$ cat src/rtl/ext_pwr_pkg.sv
// External power domain controller package
// Domain count, sequencing latencies, shared vector types and FSM encoding

package ext_pwr_pkg;

  // Number of external power domains
  localparam int unsigned EXT_DOMAINS = 2;

  // Switch cells return their acknowledge this many cycles after a change
  localparam int unsigned SWITCH_ACK_LATENCY = 15;

  // Settle time around isolation and reset
  localparam int unsigned SETTLE_CYCLES = 4;

  // Counter width able to hold SETTLE_CYCLES
  localparam int unsigned SETTLE_CNT_W = $clog2(SETTLE_CYCLES + 1);

  // One bit per external domain
  typedef logic [EXT_DOMAINS-1:0] domain_mask_t;

  // Settle interval counter
  typedef logic [SETTLE_CNT_W-1:0] settle_cnt_t;

  // Per-domain power sequencer states
  typedef enum logic [2:0] {
    PWR_ON,      // powered, isolation off
    PWR_ISO,     // isolation raised, settling
    PWR_RST,     // reset asserted
    PWR_SW_OFF,  // switch opened, waiting for cells
    PWR_OFF,     // fully off, ack high
    PWR_SW_ON,   // switch closed, waiting for cells
    PWR_UNRST    // reset released, settling before isolation drops
  } pwr_state_e;

endpackage

$ cat src/rtl/ext_pwr_ctrl.sv
// External power domain controller
// One sequencer and settle timer per domain, sharing a switch cell model

`timescale 1ns/1ps

module ext_pwr_ctrl (
  input  logic                      clk_i,
  input  logic                      rst_n_i,
  input  ext_pwr_pkg::domain_mask_t pwr_off_req_i,
  output ext_pwr_pkg::domain_mask_t pwr_off_ack_o,
  output ext_pwr_pkg::domain_mask_t domain_iso_o,
  output ext_pwr_pkg::domain_mask_t domain_rst_n_o,
  output ext_pwr_pkg::domain_mask_t domain_switch_on_o
);

  // Acknowledge from the switch cells
  ext_pwr_pkg::domain_mask_t switch_ack;

  // Sequencer to timer links
  ext_pwr_pkg::domain_mask_t settle_start;
  ext_pwr_pkg::domain_mask_t settle_done;

  for (genvar d = 0; d < ext_pwr_pkg::EXT_DOMAINS; d++) begin : gen_domain

    ext_pwr_seq seq_i (
      .clk_i          (clk_i),
      .rst_n_i        (rst_n_i),
      .off_req_i      (pwr_off_req_i[d]),
      .off_ack_o      (pwr_off_ack_o[d]),
      .switch_ack_i   (switch_ack[d]),
      .settle_done_i  (settle_done[d]),
      .settle_start_o (settle_start[d]),
      .iso_o          (domain_iso_o[d]),
      .rst_n_o        (domain_rst_n_o[d]),
      .switch_on_o    (domain_switch_on_o[d])
    );

    pwr_settle_timer timer_i (
      .clk_i   (clk_i),
      .rst_n_i (rst_n_i),
      .start_i (settle_start[d]),
      .done_o  (settle_done[d])
    );

  end

  // Shared by all domains, one acknowledge bit each
  switch_cell_model switch_cell_i (
    .clk_i        (clk_i),
    .rst_n_i      (rst_n_i),
    .switch_on_i  (domain_switch_on_o),
    .switch_ack_o (switch_ack)
  );

endmodule

$ cat src/rtl/ext_pwr_seq.sv
// Power-gating sequencer for one external domain
// Walks isolation, reset and power switch in order under a four-phase request

`timescale 1ns/1ps

module ext_pwr_seq (
  input  logic clk_i,
  input  logic rst_n_i,
  input  logic off_req_i,
  output logic off_ack_o,
  input  logic switch_ack_i,
  input  logic settle_done_i,
  output logic settle_start_o,
  output logic iso_o,
  output logic rst_n_o,
  output logic switch_on_o
);

  ext_pwr_pkg::pwr_state_e state_q;
  ext_pwr_pkg::pwr_state_e state_d;

  logic req_q;
  logic iso_d;
  logic rst_n_d;
  logic switch_on_d;
  logic off_ack_d;

  // Request is registered before the FSM looks at it
  always_ff @(posedge clk_i) begin
    if (!rst_n_i) begin
      req_q <= 1'b0;
    end else begin
      req_q <= off_req_i;
    end
  end

  // Requests are only honoured in PWR_ON and PWR_OFF
  always_comb begin
    state_d        = state_q;
    settle_start_o = 1'b0;
    case (state_q)
      ext_pwr_pkg::PWR_ON: begin
        if (req_q) begin
          state_d        = ext_pwr_pkg::PWR_ISO;
          settle_start_o = 1'b1;
        end
      end
      ext_pwr_pkg::PWR_ISO: begin
        if (settle_done_i) begin
          state_d = ext_pwr_pkg::PWR_RST;
        end
      end
      ext_pwr_pkg::PWR_RST: begin
        state_d = ext_pwr_pkg::PWR_SW_OFF;
      end
      ext_pwr_pkg::PWR_SW_OFF: begin
        // Cells report the domain is unpowered
        if (!switch_ack_i) begin
          state_d = ext_pwr_pkg::PWR_OFF;
        end
      end
      ext_pwr_pkg::PWR_OFF: begin
        if (!req_q) begin
          state_d = ext_pwr_pkg::PWR_SW_ON;
        end
      end
      ext_pwr_pkg::PWR_SW_ON: begin
        if (switch_ack_i) begin
          state_d        = ext_pwr_pkg::PWR_UNRST;
          settle_start_o = 1'b1;
        end
      end
      ext_pwr_pkg::PWR_UNRST: begin
        if (settle_done_i) begin
          state_d = ext_pwr_pkg::PWR_ON;
        end
      end
      default: begin
        state_d = ext_pwr_pkg::PWR_ON;
      end
    endcase
  end

  // Output values for the state being entered
  always_comb begin
    iso_d = (state_d != ext_pwr_pkg::PWR_ON);

    rst_n_d = !(state_d inside {ext_pwr_pkg::PWR_RST, ext_pwr_pkg::PWR_SW_OFF,
                                ext_pwr_pkg::PWR_OFF, ext_pwr_pkg::PWR_SW_ON});

    switch_on_d = !(state_d inside {ext_pwr_pkg::PWR_SW_OFF, ext_pwr_pkg::PWR_OFF});

    // Ack held until isolation drops at the end of power-on
    off_ack_d = (state_d inside {ext_pwr_pkg::PWR_OFF, ext_pwr_pkg::PWR_SW_ON,
                                 ext_pwr_pkg::PWR_UNRST});
  end

  always_ff @(posedge clk_i) begin
    if (!rst_n_i) begin
      state_q     <= ext_pwr_pkg::PWR_ON;
      iso_o       <= 1'b0;
      rst_n_o     <= 1'b1;
      switch_on_o <= 1'b1;
      off_ack_o   <= 1'b0;
    end else begin
      state_q     <= state_d;
      iso_o       <= iso_d;
      rst_n_o     <= rst_n_d;
      switch_on_o <= switch_on_d;
      off_ack_o   <= off_ack_d;
    end
  end

endmodule

$ cat src/rtl/pwr_settle_timer.sv
// Settle interval timer
// Counts SETTLE_CYCLES from a start pulse and flags the end for one cycle

`timescale 1ns/1ps

module pwr_settle_timer (
  input  logic clk_i,
  input  logic rst_n_i,
  input  logic start_i,
  output logic done_o
);

  ext_pwr_pkg::settle_cnt_t cnt_q;

  // A start always reloads, even mid-count
  always_ff @(posedge clk_i) begin
    if (!rst_n_i) begin
      cnt_q <= '0;
    end else if (start_i) begin
      cnt_q <= ext_pwr_pkg::settle_cnt_t'(ext_pwr_pkg::SETTLE_CYCLES);
    end else if (cnt_q != '0) begin
      cnt_q <= cnt_q - ext_pwr_pkg::settle_cnt_t'(1);
    end
  end

  // Last count before idle
  assign done_o = (cnt_q == ext_pwr_pkg::settle_cnt_t'(1));

endmodule

$ cat src/rtl/switch_cell_model.sv
// Power switch cell model
// Returns each domain's switch command as its acknowledge after a fixed delay

`timescale 1ns/1ps

module switch_cell_model (
  input  logic                      clk_i,
  input  logic                      rst_n_i,
  input  ext_pwr_pkg::domain_mask_t switch_on_i,
  output ext_pwr_pkg::domain_mask_t switch_ack_o
);

  // One stage per cycle of latency
  ext_pwr_pkg::domain_mask_t stage_q [ext_pwr_pkg::SWITCH_ACK_LATENCY];

  // Domains come out of reset powered, so the chain starts at all ones
  always_ff @(posedge clk_i) begin
    if (!rst_n_i) begin
      for (int i = 0; i < ext_pwr_pkg::SWITCH_ACK_LATENCY; i++) begin
        stage_q[i] <= '1;
      end
    end else begin
      stage_q[0] <= switch_on_i;
      for (int i = 1; i < ext_pwr_pkg::SWITCH_ACK_LATENCY; i++) begin
        stage_q[i] <= stage_q[i-1];
      end
    end
  end

  assign switch_ack_o = stage_q[ext_pwr_pkg::SWITCH_ACK_LATENCY-1];

endmodule

$ cat config.mk
export PLATFORM = sky130hd
export DESIGN_NAME = ext_pwr_ctrl
export DESIGN_NICKNAME = d
export VERILOG_FILES = /design/src/rtl/ext_pwr_pkg.sv /design/src/rtl/ext_pwr_ctrl.sv /design/src/rtl/ext_pwr_seq.sv /design/src/rtl/pwr_settle_timer.sv /design/src/rtl/switch_cell_model.sv
export SDC_FILE = /design/constraint.sdc
export NUM_CORES = 1
export LEC_CHECK = 0
export BUFFER_PORTS_ARGS = -buffer_cell sky130_fd_sc_hd__buf_2
export CORE_UTILIZATION = 58
export DETAILED_ROUTE_END_ITERATION = 7
export GPL_ROUTABILITY_DRIVEN = 1
export PLACE_DENSITY = 0.85
export SYNTH_ARGS = -nofsm -noshare
export SYNTH_HDL_FRONTEND = slang
export SYNTH_SLANG_ARGS = --single-unit
$ cat constraint.sdc
create_clock -name clk_i -period 1.35 [get_ports clk_i]
set_input_delay 0.27 -clock clk_i [delete_from_list [all_inputs] [get_ports clk_i]]
set_output_delay 0.27 -clock clk_i [all_outputs]
set_load 0.05 [all_outputs]
==> impl_metrics.ini, run 1 <==
[grt]
grt_max_degree = 17
antenna_found_initial = 0
grt_pass1_vias = 1196
grt_pass1_wl_mm = 4.91
overflow = 0
grt_use_total = 0.190

[synth]
synth_cell_type_count = 34
ys_ff_latch = 52
synth_cells = 198
syn_nets = 208
ys_seq_area_frac = 0.529
synthFlopType = dfxtp_1
ys.warnings.count = 0
synth-edff-count = 0
syn_area_um2 = 1970
avgSynthCellArea_um2 = 9.93
synthArstFlopShare = 0

[power_and_ir_drop]
switchingPower_mw = 1.19
p_comb_frac = 0.281
p_leak_nw = 0.834
ir_drop_uv = 1040
power.internal_mw = 2.33
p_seq_frac = 0.531
p_clk_frac = 0.188
power.density_nw_per_um2 = 1700
swShare = 0.337

[placed_design]
gp_congestion = 0.781
dp_cells = 240
numPortBuffers = 11
hpwl_mm = 1.99

[critical_path]
cp.arrival_ns = 1.60
start_kind = flip-flop
worstSetupEndpointType = flip-flop
path_class = reg2reg
cp_cell_sequence = inv_1, ha_1, nor2b_4, nor3b_1, o21ai_0, o2111a_1
cp_slowest_stage_delay_ns = 0.37
crit_start = gen_domain[0].timer_i.cnt_q[1]
cp_max_fo = 5
r2r-start = gen_domain[0].timer_i.cnt_q[1]
required_ns = 1.67
cpMaxStageDelayCell = dfxtp_1

[die]
rows = 20
start_util = 0.629
die_w_um = 60.2
io_pins = 12
core_um2 = 3130
dieArea_um2 = 3630
chipHeight_um = 60.2

[timing]
fin_skew_ns = 0.0121
finalCritPeriodShare = 0.947
slew_headroom = 0.755
final.setup.tns_ns = 0
setup_viol = 0
rsz0062_at_grt = false
fmax_mhz = 782
hold_violations = 0
drv_slew = 0
min_period_ns = 1.28
tightest_slew_ns = 0.368

[clock_tree]
post_cts_buffers = 0
clk_pin_slew_ns = 0.14
cts_sinks = 52
cts_buffers = 5
clk_path_buf_depth = 2
cts_tree = done
h-tree-depth = 2
root_buffer = clkbuf_4
clock_latency_ns = 0.36

[route]
drt_iter0_drc = 45
drc_errors = 0
wl_per_cell_um = 11.9
vias_per_cell = 5.22
first_pass_iters = 4
final_antenna_net_count = 0
routed_wl_mm = 2.94
vias = 1294

[layout]
area_growth_pct = 5.09
n_antenna_cell = 0
instances_no_fill = 248
final.fill_count = 270
final_layout_size_suffix_gt1_frac = 0.147
nNetsFinal = 213

[job]
maxCapViolCount = 0

[status]
outcome = complete, no violations

[worst_hold_path]
hold_class = in2reg
min-delay-start = pwr_off_req_i[0]
## layout by cell type, fill, tap and decap left out, types with 3 or more instances in the layout
| master | synthesis | layout |
|---|---|---|
| dfxtp_1 | 52 | 50 |
| nand2b_1 | 30 | 30 |
| nor2_1 | 14 | 14 |
| buf_2 | 5 | 11 |
| nand2_1 | 9 | 9 |
| a21oi_1 | 8 | 8 |
| ha_1 | 6 | 6 |
| inv_1 | 6 | 5 |
| a21o_1 | 5 | 5 |
| nor2b_1 | 7 | 5 |
| o21ai_0 | 5 | 5 |
| clkbuf_4 | 0 | 5 |
| buf_4 | 8 | 5 |
| mux2i_1 | 4 | 4 |
| o21a_1 | 3 | 3 |
| or2b_1 | 3 | 3 |
| nand3_1 | 3 | 3 |
| and2_1 | 3 | 3 |
| nor3_1 | 3 | 3 |
## cell type report
cell class	count	area [um^2]	area share
inverters	6	22.5	0.0109
clock buffers	5	37.5	0.0182
well taps	44	55.1	0.0266
clock inverters	3	18.8	0.00908
repair buffers	16	92.6	0.0448
multi-input cells	122	797	0.386
flip-flops and latches	52	1040	0.505
## power groups by stage
stage,combinational [mW],sequential [mW],clock [mW]
after global placement,0.879,1.86,0
after global routing,1.11,1.89,0.748
after detailed placement,0.954,1.88,0
final,0.988,1.87,0.661
after floorplan,0.888,1.80,0
after CTS,0.968,1.85,0.685
## synth_stat cells, types with 3 or more instances
cell,count,share of area
clkbuf_1,3,0.0057
or2b_1,3,0.011
mux2i_1,4,0.020
o21ai_0,5,0.013
inv_1,6,0.011
buf_4,8,0.031
nand2_1,9,0.017
dfxtp_1,52,0.53
nand3_1,3,0.0076
nor2b_1,7,0.022
nor3_1,3,0.0076
a21o_1,5,0.019
ha_1,6,0.038
and2_1,3,0.0095
buf_2,5,0.013
a21oi_1,8,0.020
o21a_1,3,0.011
nand2b_1,30,0.095
nor2_1,14,0.027
## sequential cells by signal, indices dropped and copies added (netlist names)
register / flops
gen_domain.seq_i.rst_n_o: 2
gen_domain.timer_i.cnt_q: 6
gen_domain.seq_i.switch_on_o: 2
gen_domain.seq_i.iso_o: 2
gen_domain.seq_i.req_q: 2
switch_cell_i.stage_q: 30
gen_domain.seq_i.state_q: 6
gen_domain.seq_i.off_ack_o: 2
## cells by family after synthesis
group                    synth area share
flip-flops                          0.529
XOR/XNOR                          0.00891
AND/OR/NAND/NOR                     0.219
adder cells (fa/ha/maj)            0.0382
AO/OA/AOI/OAI                       0.111
multiplexers                       0.0204
buffers and inverters              0.0732
## per-layer routing
| layer | global-route usage | share of wire | vias to the layer above |
|---|---|---|---|
| li1 | - | - | 648 |
| met4 | 0.120 | 0.028 | 0 |
| met5 | 0 | 0 | - |
| met3 | 0.0455 | 0.038 | 9 |
| met1 | 0.221 | 0.47 | 605 |
| met2 | 0.311 | 0.47 | 32 |
## worst paths after layout
path / to / slack [ns] / cells after the start
max: gen_domain[0].seq_i.state_q[0] / 0.07 / 6
min reg2reg: switch_cell_i.stage_q[11][1] / 0.42 / 1
min: gen_domain[0].seq_i.req_q / 0.10 / 2
max reg2reg: gen_domain[0].seq_i.state_q[0] / 0.07 / 6
## worst max-delay path, delay by kind of cell (launching register included)
| family | cells | cell delay (ns) |
|---|---|---|
| buf+inv | 1 | 0.08 |
| fa+ha+maj | 1 | 0.18 |
| compound gates | 2 | 0.34 |
| flops | 1 | 0.37 |
| simple gates | 2 | 0.27 |
## through the flow
step	area [um^2]	util	setup slack, ns	power [mW]	hold slack [ns]
2_1_floorplan	1970	-	0.110	2.69	0.343
3_3_place_gp	1990	0.637	0.0326	2.74	0.389
3_5_place_dp	1990	0.637	-0.0397	2.83	0.397
4_1_cts	2050	0.657	0.0357	3.50	0.0875
5_1_grt	2070	0.661	0.00360	3.75	0.0906
6_report	2070	0.661	0.0719	3.52	0.103
## repair_timing
action / in CTS / in global routing
pin swaps: 0 / 1
endpoints found under the setup margin: 5 / 9
hold endpoints to repair: 0 / 0
hold buffers: 0 / 0
gates resized for setup: 2 / 5
cloned: 0 / 0
Note: power is estimated with default switching activity, not from simulation.
==> run 2, diff against run 1 <==
Settings changed: MAX_ROUTING_LAYER set to met4, PLACE_DENSITY 0.85 to 0.74.
==> run 2 against run 1 <==
Clock skew rose by 0.00079 ns; via count fell by 0.46%; total power rose by 16%; hold slack improved by 0.0013 ns; utilization rose by 2.9 points; global-route usage rose by 0.58 points; setup slack got worse by 0.047 ns; critical path depth did not move; sequential cell count did not move; first-iteration DRC count rose by 42%; fmax fell by 3.6%; largest cell class unchanged.
==> impl_metrics.ini, run 2 (synthesized netlist as in run 1, its figures left out) <==
[power_and_ir_drop]
p_leak_nw = 0.878
ir_drop_uv = 1090
power.density_nw_per_um2 = 1900
power.total_mw = 4.09

[layout]
final_cell_mix = 51 x dfxtp_1, 30 x nand2b_1, 14 x nor2_1, 11 x buf_2, 9 x nand2_1
nNetsFinal = 215
instances_no_fill = 250
largest_reg_flops = 30
n_antenna_cell = 0
regMostFlops = switch_cell_i.stage_q
final_layout_size_suffix_gt1_frac = 0.155
multiInputGateArea_um2 = 802
final_common_cell = dfxtp_1
largestRegisters = switch_cell_i.stage_q x30, gen_domain.seq_i.state_q x6, gen_domain.timer_i.cnt_q x6
final.fill_count = 265
seqCellArea_um2 = 1040
area_growth_pct = 9.67

[critical_path]
required_ns = 1.62
worstSetupEndpointType = flip-flop
r2r.worst_path.cells = 6
cp_max_fo = 5
endpoint = gen_domain[0].seq_i.state_q[0]
path_class = reg2reg
start_kind = flip-flop
r2r-end = gen_domain[0].seq_i.state_q[0]
crit_start = gen_domain[0].timer_i.cnt_q[1]
cp.arrival_ns = 1.60
r2r_slack_ns = 0.02
r2r-start = gen_domain[0].timer_i.cnt_q[1]

[die]
chipHeight_um = 60.2
start_util = 0.629
rows = 20
die_w_um = 60.2
core_um2 = 3130
dieArea_um2 = 3630
io_pins = 12

[route]
drt_iter0_drc = 64
wl_per_cell_um = 12.2
vias = 1288
first_pass_iters = 4
vias_per_cell = 5.15
final_antenna_net_count = 0
drc_errors = 0
routed_wl_mm = 3.05

[timing]
fmax_mhz = 754
hold_violations = 0
drv_slew = 0
final.setup.tns_ns = 0
fin_skew_ns = 0.0129
finalCritPeriodShare = 0.982
tightest_slew_ns = 0.398
min_period_ns = 1.33
slew_headroom = 0.734
setup_viol = 0

[clock_tree]
root_buffer = clkbuf_4
h-tree-depth = 2
cts_hold_buf = 0
cts_tree = done
cts_sinks = 52
cts_buffers = 5
clk_pin_slew_ns = 0.14
clock_latency_ns = 0.37
clk_path_buf_depth = 2

[status]
outcome = complete, no violations

[worst_hold_path]
hold_class = in2reg

[placed_design]
gp_congestion = 0.850
hpwl_mm = 1.99
numPortBuffers = 11
dp_cells = 242

[grt]
overflow = 0
grt_use_total = 0.196
antenna_found_initial = 0
grt_max_degree = 22
grt_pass1_wl_mm = 5.04
grt_pass1_vias = 1205

[job]
maxCapViolCount = 0
[run 2: cell count changes in the layout (fill, tap and decap cells not counted), sizes merged]
cell | previous run | this run
clkinv | 3 | 0
bufinv | 0 | 3
buf | 16 | 18
[run 2: layer usage]
layer  up-vias  global-route usage  wire length [um]
li1        651                   -                 -
met2        18               0.320              1550
met3         8              0.0519                98
met4         0               0.103                54
met1       611               0.216              1350
met5         -                   -                 0
[run 2: cell type report]
type                       instances  share of cell area
multi-input combinational        122               0.372
timing repair buffer              18              0.0499
tap                               44              0.0255
clock buffer                       5              0.0174
inverter                           6              0.0104
clock inverter                     3              0.0418
sequential                        52               0.483
[run 2: power breakdown]
group / internal [mW] / total, mW / leakage, nW / switching, mW
clock network: 0.763 / 1.22 / 0.0654 / 0.461
registers: 1.69 / 1.87 / 0.424 / 0.171
logic: 0.444 / 1.00 / 0.389 / 0.558
[run 2: stage by stage]
stage / hold WS [ns] / instance area (um^2) / utilization / setup slack (ns)
finish: 0.104 / 2160 / 0.690 / 0.0245
floorplan: 0.343 / 1970 / - / 0.110
global route: 0.100 / 2160 / 0.690 / -0.0494
detailed placement: 0.394 / 2010 / 0.642 / -0.0710
global placement: 0.392 / 2010 / 0.642 / 0.0438
CTS: 0.0989 / 2140 / 0.685 / 0.0132
[run 2: how the worst min path moves through the flow]
| stage | startpoint | to | slack [ns] | cells past startpoint |
|---|---|---|---|---|
| 4_1_cts | pwr_off_req_i[0] | gen_domain[0].seq_i.req_q | 0.1 | 2 |
| 3_3_place_gp | switch_cell_i.stage_q[0][0] | switch_cell_i.stage_q[1][0] | 0.39 | 1 |
| 2_1_floorplan | rst_n_i | switch_cell_i.stage_q[13][0] | 0.34 | 1 |
| 6_report | pwr_off_req_i[0] | gen_domain[0].seq_i.req_q | 0.10 | 2 |
| 5_1_grt | pwr_off_req_i[1] | gen_domain[1].seq_i.req_q | 0.10 | 2 |
| 3_5_place_dp | switch_cell_i.stage_q[11][1] | switch_cell_i.stage_q[12][1] | 0.39 | 1 |
[run 2: what timing repair did]
action | 4_1_cts | 5_1_grt
resized for setup | 3 | 5
setup endpoints to repair | 1 | 8
endpoints found under the hold margin | 0 | 0
buffers inserted | 0 | 0
pin swaps | 0 | 1
[run 2: critical path, cell delays in order (launching register included)]
cell      delay (ns)
dfxtp_2         0.34
inv_1           0.09
ha_1            0.18
nor2b_4         0.19
nor3b_2         0.20
o21ai_1         0.08
o2111a_1        0.14
